### src/car_defs.svh
`ifndef CAR_DEFS_SVH
`define CAR_DEFS_SVH

// Run/stop button filter length in samples
`define CAR_DEBOUNCE_TAPS 5

// Motor PWM
`define CAR_PWM_PERIOD 16
`define CAR_PWM_W 5

// Duty values are high cycles per PWM period
`define CAR_DUTY_FAST (`CAR_PWM_W'(12))
`define CAR_DUTY_SLOW (`CAR_PWM_W'(6))

// Ultrasonic ranger, all in clock cycles
`define CAR_SONIC_PERIOD 400
`define CAR_TRIG_CYCLES 10
// Echo narrower than this means something is close
`define CAR_STOP_WIDTH 120
`define CAR_SONIC_W 9

`endif

### src/car_pkg.sv
package car_pkg;

  // Wheel direction code as the motor driver pins expect it
  typedef enum logic [1:0] {
    MOTOR_STOP     = 2'b00,
    MOTOR_FORWARD  = 2'b10,
    MOTOR_BACKWARD = 2'b01
  } motor_dir_e;

  // Where the line sits under the sensor bar
  typedef enum logic [1:0] {
    TRACK_CENTER,
    TRACK_LEFT,
    TRACK_RIGHT,
    TRACK_LOST
  } track_e;

  // Steering FSM states
  typedef enum logic [2:0] {
    DRIVE_IDLE,
    DRIVE_FORWARD,
    DRIVE_TURN_LEFT,
    DRIVE_TURN_RIGHT,
    DRIVE_SEARCH,
    DRIVE_BLOCKED
  } drive_e;

endpackage

### src/button_pulse.sv
`timescale 1ns/1ps
`include "car_defs.svh"

module button_pulse (
  input  logic clk,
  input  logic rst_op,
  input  logic run_btn,
  output logic press
);

  logic [`CAR_DEBOUNCE_TAPS-1:0] samples;
  logic                          level;
  logic                          level_d;

  // Button counts as pressed only once every tap is high
  assign level = &samples;

  always_ff @(posedge clk) begin
    if (rst_op) begin
      samples <= '0;
      level_d <= 1'b0;
      press   <= 1'b0;
    end else begin
      samples <= {samples[`CAR_DEBOUNCE_TAPS-2:0], run_btn};
      level_d <= level;
      // Rising edge of the filtered level
      press   <= level & ~level_d;
    end
  end

endmodule

### src/line_sensor_sync.sv
`timescale 1ns/1ps

module line_sensor_sync (
  input  logic            clk,
  input  logic            rst_op,
  input  logic            left_signal,
  input  logic            mid_signal,
  input  logic            right_signal,
  output car_pkg::track_e track
);

  // Bit order is left, mid, right
  logic [2:0] sync_1;
  logic [2:0] sync_2;

  always_ff @(posedge clk) begin
    if (rst_op) begin
      sync_1 <= 3'b000;
      sync_2 <= 3'b000;
    end else begin
      sync_1 <= {left_signal, mid_signal, right_signal};
      sync_2 <= sync_1;
    end
  end

  always_ff @(posedge clk) begin
    if (rst_op) begin
      track <= car_pkg::TRACK_LOST;
    end else begin
      if (sync_2 == 3'b000) begin
        track <= car_pkg::TRACK_LOST;
      end else if (sync_2[2] && !sync_2[0]) begin
        track <= car_pkg::TRACK_LEFT;
      end else if (sync_2[0] && !sync_2[2]) begin
        track <= car_pkg::TRACK_RIGHT;
      end else begin
        // Mid alone, or both outer sensors on a wide line
        track <= car_pkg::TRACK_CENTER;
      end
    end
  end

endmodule

### src/sonic_ranger.sv
`timescale 1ns/1ps
`include "car_defs.svh"

module sonic_ranger (
  input  logic clk,
  input  logic rst_op,
  input  logic echo,
  output logic trig,
  output logic obstacle
);

  logic [`CAR_SONIC_W-1:0] round_cnt;
  logic [`CAR_SONIC_W-1:0] round_nxt;
  logic                    round_wrap;
  logic [`CAR_SONIC_W-1:0] width;
  logic                    echo_s1;
  logic                    echo_s2;
  logic                    echo_fall;
  logic                    echo_seen;

  assign round_wrap = (round_cnt == `CAR_SONIC_W'(`CAR_SONIC_PERIOD - 1));
  assign round_nxt  = round_wrap ? '0 : round_cnt + 1'b1;

  // Counter starts at the last count so the first round opens with a full trigger
  always_ff @(posedge clk) begin
    if (rst_op) begin
      round_cnt <= `CAR_SONIC_W'(`CAR_SONIC_PERIOD - 1);
      trig      <= 1'b0;
    end else begin
      round_cnt <= round_nxt;
      trig      <= (round_nxt < `CAR_SONIC_W'(`CAR_TRIG_CYCLES));
    end
  end

  always_ff @(posedge clk) begin
    if (rst_op) begin
      echo_s1 <= 1'b0;
      echo_s2 <= 1'b0;
    end else begin
      echo_s1 <= echo;
      echo_s2 <= echo_s1;
    end
  end

  assign echo_fall = echo_s2 & ~echo_s1;

  always_ff @(posedge clk) begin
    if (rst_op) begin
      width     <= '0;
      obstacle  <= 1'b0;
      echo_seen <= 1'b0;
    end else begin
      if (echo_fall) begin
        obstacle  <= (width < `CAR_SONIC_W'(`CAR_STOP_WIDTH));
        width     <= '0;
        echo_seen <= 1'b1;
      end else if (echo_s1 && !trig && width != '1) begin
        width <= width + 1'b1;
      end
      // Quiet round means nothing in range
      if (round_wrap) begin
        if (!echo_seen && !echo_s1 && !echo_fall) begin
          obstacle <= 1'b0;
        end
        echo_seen <= echo_s1;
      end
    end
  end

endmodule

### src/drive_ctrl.sv
`timescale 1ns/1ps
`include "car_defs.svh"

module drive_ctrl (
  input  logic                  clk,
  input  logic                  rst_op,
  input  logic                  press,
  input  logic                  obstacle,
  input  car_pkg::track_e       track,
  output logic                  running,
  output car_pkg::motor_dir_e   left_dir,
  output car_pkg::motor_dir_e   right_dir,
  output logic [`CAR_PWM_W-1:0] left_duty,
  output logic [`CAR_PWM_W-1:0] right_duty
);

  car_pkg::drive_e state;
  car_pkg::drive_e state_nxt;
  logic            run_nxt;

  assign running = (state != car_pkg::DRIVE_IDLE);
  // Each press flips run/stop
  assign run_nxt = running ^ press;

  always_comb begin
    if (!run_nxt) begin
      state_nxt = car_pkg::DRIVE_IDLE;
    end else if (obstacle) begin
      state_nxt = car_pkg::DRIVE_BLOCKED;
    end else begin
      case (track)
        car_pkg::TRACK_CENTER: state_nxt = car_pkg::DRIVE_FORWARD;
        car_pkg::TRACK_LEFT:   state_nxt = car_pkg::DRIVE_TURN_LEFT;
        car_pkg::TRACK_RIGHT:  state_nxt = car_pkg::DRIVE_TURN_RIGHT;
        default:               state_nxt = car_pkg::DRIVE_SEARCH;
      endcase
    end
  end

  // Outputs decode the next state so wheels follow the inputs in one edge
  always_ff @(posedge clk) begin
    if (rst_op) begin
      state      <= car_pkg::DRIVE_IDLE;
      left_dir   <= car_pkg::MOTOR_STOP;
      right_dir  <= car_pkg::MOTOR_STOP;
      left_duty  <= '0;
      right_duty <= '0;
    end else begin
      state <= state_nxt;
      case (state_nxt)
        car_pkg::DRIVE_FORWARD: begin
          left_dir   <= car_pkg::MOTOR_FORWARD;
          right_dir  <= car_pkg::MOTOR_FORWARD;
          left_duty  <= `CAR_DUTY_FAST;
          right_duty <= `CAR_DUTY_FAST;
        end
        car_pkg::DRIVE_TURN_LEFT: begin
          left_dir   <= car_pkg::MOTOR_BACKWARD;
          right_dir  <= car_pkg::MOTOR_FORWARD;
          left_duty  <= `CAR_DUTY_SLOW;
          right_duty <= `CAR_DUTY_FAST;
        end
        car_pkg::DRIVE_TURN_RIGHT: begin
          left_dir   <= car_pkg::MOTOR_FORWARD;
          right_dir  <= car_pkg::MOTOR_BACKWARD;
          left_duty  <= `CAR_DUTY_FAST;
          right_duty <= `CAR_DUTY_SLOW;
        end
        car_pkg::DRIVE_SEARCH: begin
          left_dir   <= car_pkg::MOTOR_BACKWARD;
          right_dir  <= car_pkg::MOTOR_BACKWARD;
          left_duty  <= `CAR_DUTY_SLOW;
          right_duty <= `CAR_DUTY_SLOW;
        end
        default: begin
          // Idle and blocked both hold the car still
          left_dir   <= car_pkg::MOTOR_STOP;
          right_dir  <= car_pkg::MOTOR_STOP;
          left_duty  <= '0;
          right_duty <= '0;
        end
      endcase
    end
  end

endmodule

### src/motor_pwm.sv
`timescale 1ns/1ps
`include "car_defs.svh"

module motor_pwm (
  input  logic                  clk,
  input  logic                  rst_op,
  input  car_pkg::motor_dir_e   left_dir,
  input  car_pkg::motor_dir_e   right_dir,
  input  logic [`CAR_PWM_W-1:0] left_duty,
  input  logic [`CAR_PWM_W-1:0] right_duty,
  output logic                  left_pwm,
  output logic                  right_pwm,
  output car_pkg::motor_dir_e   left,
  output car_pkg::motor_dir_e   right
);

  logic [`CAR_PWM_W-1:0] pwm_cnt;

  // One period counter shared by both wheels
  always_ff @(posedge clk) begin
    if (rst_op) begin
      pwm_cnt <= '0;
    end else if (pwm_cnt == `CAR_PWM_W'(`CAR_PWM_PERIOD - 1)) begin
      pwm_cnt <= '0;
    end else begin
      pwm_cnt <= pwm_cnt + 1'b1;
    end
  end

  // Speed and direction pins are registered on the same edge
  always_ff @(posedge clk) begin
    if (rst_op) begin
      left_pwm  <= 1'b0;
      right_pwm <= 1'b0;
      left      <= car_pkg::MOTOR_STOP;
      right     <= car_pkg::MOTOR_STOP;
    end else begin
      left_pwm  <= (pwm_cnt < left_duty);
      right_pwm <= (pwm_cnt < right_duty);
      left      <= left_dir;
      right     <= right_dir;
    end
  end

endmodule

### src/car_top.sv
`timescale 1ns/1ps
`include "car_defs.svh"

module car_top (
  input  logic                clk,
  input  logic                rst_op,
  input  logic                run_btn,
  input  logic                echo,
  input  logic                left_signal,
  input  logic                mid_signal,
  input  logic                right_signal,
  output logic                trig,
  output logic                obstacle,
  output logic                running,
  output logic                left_pwm,
  output logic                right_pwm,
  output car_pkg::motor_dir_e left,
  output car_pkg::motor_dir_e right
);

  logic                  press;
  car_pkg::track_e       track;
  car_pkg::motor_dir_e   left_dir;
  car_pkg::motor_dir_e   right_dir;
  logic [`CAR_PWM_W-1:0] left_duty;
  logic [`CAR_PWM_W-1:0] right_duty;

  button_pulse btn_i (
    .clk     (clk),
    .rst_op  (rst_op),
    .run_btn (run_btn),
    .press   (press)
  );

  line_sensor_sync line_i (
    .clk          (clk),
    .rst_op       (rst_op),
    .left_signal  (left_signal),
    .mid_signal   (mid_signal),
    .right_signal (right_signal),
    .track        (track)
  );

  sonic_ranger sonic_i (
    .clk      (clk),
    .rst_op   (rst_op),
    .echo     (echo),
    .trig     (trig),
    .obstacle (obstacle)
  );

  drive_ctrl ctrl_i (
    .clk        (clk),
    .rst_op     (rst_op),
    .press      (press),
    .obstacle   (obstacle),
    .track      (track),
    .running    (running),
    .left_dir   (left_dir),
    .right_dir  (right_dir),
    .left_duty  (left_duty),
    .right_duty (right_duty)
  );

  // Output stage adds one edge to every wheel pin
  motor_pwm pwm_i (
    .clk        (clk),
    .rst_op     (rst_op),
    .left_dir   (left_dir),
    .right_dir  (right_dir),
    .left_duty  (left_duty),
    .right_duty (right_duty),
    .left_pwm   (left_pwm),
    .right_pwm  (right_pwm),
    .left       (left),
    .right      (right)
  );

endmodule

### config.mk
export PLATFORM = sky130hd
export DESIGN_NAME = car_top
export DESIGN_NICKNAME = d
export VERILOG_FILES = /design/src/car_pkg.sv /design/src/button_pulse.sv /design/src/line_sensor_sync.sv /design/src/sonic_ranger.sv /design/src/drive_ctrl.sv /design/src/motor_pwm.sv /design/src/car_top.sv
export VERILOG_INCLUDE_DIRS = /design/src
export SDC_FILE = /design/constraint.sdc
export NUM_CORES = 1
export LEC_CHECK = 0
export BUFFER_PORTS_ARGS = -buffer_cell sky130_fd_sc_hd__buf_2
export CAP_MARGIN = 25
export CORE_UTILIZATION = 63
export CTS_CLUSTER_SIZE = 14
export DETAILED_ROUTE_END_ITERATION = 12
export GPL_TIMING_DRIVEN = 0
export PLACE_DENSITY = 0.83
export SLEW_MARGIN = 10
export SYNTH_ARGS = -nofsm -noshare
export SYNTH_HDL_FRONTEND = slang
export SYNTH_SLANG_ARGS = --single-unit
### constraint.sdc
create_clock -name clk -period 4.4 [get_ports clk]
set_input_delay 0.66 -clock clk [delete_from_list [all_inputs] [get_ports clk]]
set_output_delay 0.66 -clock clk [all_outputs]
set_load 0.02 [all_outputs]
==> flow_metrics.tcl <==
set metrics [dict create \
    status "finished clean" \
    first_pass_iters 4 \
    slew-limit-headroom_pct 63.0 \
    ant_nets 0 \
    grt_util_all_layers_pct 24.3 \
    avgSynthCellArea_um2 9.92 \
    ys.warnings.count 0 \
    r2r-end "sonic_i.width[7]$_SDFFE_PP0P_" \
    path_depth 2 \
    die_h_um 63.3 \
    leakage_uw 0.00110 \
    final-hold-violation-count 0 \
    period_needed_ns 1.84 \
    fp-row-count 21 \
    rsz0062_at_grt "no" \
    drtIter0Drc 60 \
    cts_buffers 9 \
    synthCells 239 \
    endpoint "running" \
    hold_buffers 0 \
    path_class "flop to output pin" \
    crit_path_max_fanout 3 \
    critical_path.top_delay_family "simple AND/OR/NAND/NOR gates" \
    slowest_stage "or3_1" \
    use_met1_pct 29.6 \
    final_util_pct 77.5 \
    wire_per_inst_um 13.0 \
    antenna_found_initial 0 \
    startpoint_type "flop" \
    cts_setup_buffers 0 \
    syn-num-nets 258 \
    hpwl_mm 2.76 \
    cp.required_ns 3.74 \
    layout.cells.most_common "dfxtp_1" \
    drive_above_1_share_pct 14.5 \
    fmax_mhz 545 \
    insertion_delay_ns 0.34 \
    n_antenna_cell 0 \
    routed_wirelength_mm 4.10 \
    holdCritPathClass "flop to flop" \
    grt_pass1_wl_mm 7.09 \
    syn_area_um2 2370 \
    ios 16 \
    cts_tree "yes" \
    worst-path-buf-inv 1 \
    grt_pass1_vias 1582 \
    power.density_nw_per_um2 491 \
    crit_path_end_kind "output pin" \
    area_growth_syn_to_layout_pct 13.4 \
    seq_area_frac_synth_pct 49.0 \
    synth_edf_count 0 \
    drc_errors 0 \
    async_reset_ff_share_pct 0 \
    crit_start "ctrl_i.state[1]$_SDFF_PP0_" \
    cts_buffer_depth 2 \
    dpl_cell_area_um2 2500 \
    min_period_over_period_pct 41.7 \
    viasPerCell 5.45 \
    layout.nets 284 \
    grt_max_degree 11 \
    grt_use_met3_pct 11.4 \
    overflow 0 \
    die_area_um2 4010 \
    cts_root_buffer "clkbuf_8" \
    r2r_cells 8 \
    cpPeakStageDelay_ns 0.36 \
    busiest_layer "met2" \
    synth_cell_types 45 \
    mostFrequentLayoutCells "dfxtp_1 (58), nor2_1 (24), nor2b_1 (21)" \
    coreArea_um2 3470 \
    path_cells "or3_1, buf_2" \
    design_area_um2 2690 \
    tightest_slew_ns 0.555 \
    port_buffers 15 \
    htree_levels 3 \
    r2r_start "sonic_i.width[3]$_SDFFE_PP0P_" \
    clkTransAtPathRegs_ns 0.06 \
    die_w_um 63.3 \
    tns_ns 0 \
    drv_slew 0 \
    ir_drop_mv 0.441 \
    setup_viol 0 \
    place.gp.congestion 0.810 \
    clock_sinks 58 \
    synth_ff_type "dfxtp_1" \
    cts-resized-gates 0 \
    cp.arrival_ns 1.18 \
    clock_skew_ns 0.00692 \
    reg2reg_setup_slack_ns 2.57 \
    start_util_pct 68.4 \
    vias 1717 \
    grtUsageMet2_pct 36.2 \
    yosys_register_bits 58 \
    maxCapViolations 0 \
]
[report_power, final]
group / switching (µW) / internal (µW) / leakage (µW)
Clock: 196 / 272 / 0.0000962
Sequential: 33.9 / 564 / 0.000473
Combinational: 140 / 114 / 0.000530
Total: 370 / 951 / 0.00110
[kinds of logic after synthesis]
logic type      after synthesis  synth area share, %
compound gates               32                 9.50
xor+xnor                     13                 4.80
fa+ha+maj                    12                 6.33
buf+inv                      19                 3.59
flops                        58                 49.0
mux                           3                 1.27
simple gates                102                 25.5
[cell usage after synthesis, drive strengths merged, types with 2 or more instances]
master,instances,area share [%]
dfxtp,58,49
nor2,24,3.8
nor2b,21,5.5
ha,12,6.3
nand2,10,1.6
xor2,10,3.7
inv,9,1.4
nor3,8,2.2
nand4,7,1.8
o21ai,7,1.5
nand3,6,1.7
a21oi,5,1.1
clkbuf,5,0.79
nor3b,5,2.1
a2111oi,4,1.5
buf,4,1.2
nand2b,4,1.1
nor4,4,1.1
a211oi,3,0.95
and3,3,0.79
mux2i,3,1.3
or3,3,0.79
xnor2,3,1.1
a21o,2,0.63
a22oi,2,0.84
and4,2,0.74
o21bai,2,0.63
o31a,2,0.74
[cell type report]
class / count / area, µm²
inverters: 10 / 37.5
multi-input cells: 162 / 1120
repair buffers: 15 / 75.1
clock buffers: 12 / 145
well taps: 46 / 57.6
fillers: 257 / 779
flip-flops and latches: 58 / 1160
plain buffers: 9 / 47.5
clock inverters: 3 / 40.0
[flip-flops by register name (all words and copies together), names as in the netlist, 2 cells and up]
name               count
sonic_i.width          9
line_i.track           2
line_i.sync_1          3
ctrl_i.left_dir        2
line_i.sync_2          3
ctrl_i.state           3
sonic_i.round_cnt      9
pwm_i.right            2
pwm_i.left             2
pwm_i.pwm_cnt          5
ctrl_i.right_duty      2
btn_i.samples          5
[worst min path at each step]
stage / slack, ns / depth (start not counted) / end / start
final: 0.39 / 1 / btn_i.press$_SDFF_PP0_ / btn_i.level_d$_SDFF_PP0_
after global routing: 0.40 / 1 / btn_i.press$_SDFF_PP0_ / btn_i.level_d$_SDFF_PP0_
after CTS: 0.39 / 1 / btn_i.press$_SDFF_PP0_ / btn_i.level_d$_SDFF_PP0_
after global placement: 0.37 / 1 / btn_i.press$_SDFF_PP0_ / btn_i.level_d$_SDFF_PP0_
after detailed placement: 0.38 / 1 / btn_i.press$_SDFF_PP0_ / btn_i.level_d$_SDFF_PP0_
after floorplan: 0.37 / 1 / btn_i.press$_SDFF_PP0_ / btn_i.level_d$_SDFF_PP0_
[per-stage QoR]
step | setup WS [ns] | std cells | hold slack, ns | total power (µW)
final | 2.56 | 315 | 0.388 | 1320
after global placement | 2.64 | 300 | 0.372 | 854
after detailed placement | 2.57 | 300 | 0.377 | 859
after CTS | 2.54 | 315 | 0.391 | 1320
after global routing | 2.44 | 315 | 0.398 | 1390
after floorplan | 2.75 | 239 | 0.367 | 809
[per-layer routing]
metal  vias to the layer above  share of wire [%]  wire [µm]
met5                         -                  0          0
met4                         0                1.8         72
met3                         7                3.4        138
met2                        28                 46       1900
met1                       793                 49       1990
li1                        889                  -          -
[worst register-to-register path: cells and delay by family (launching register included)]
family / cells / cell delay (ns)
simple gates: 6 / 0.99
flops: 1 / 0.35
fa+ha+maj: 1 / 0.20
xor+xnor: 1 / 0.17
Power figures use the tool's default switching activity.
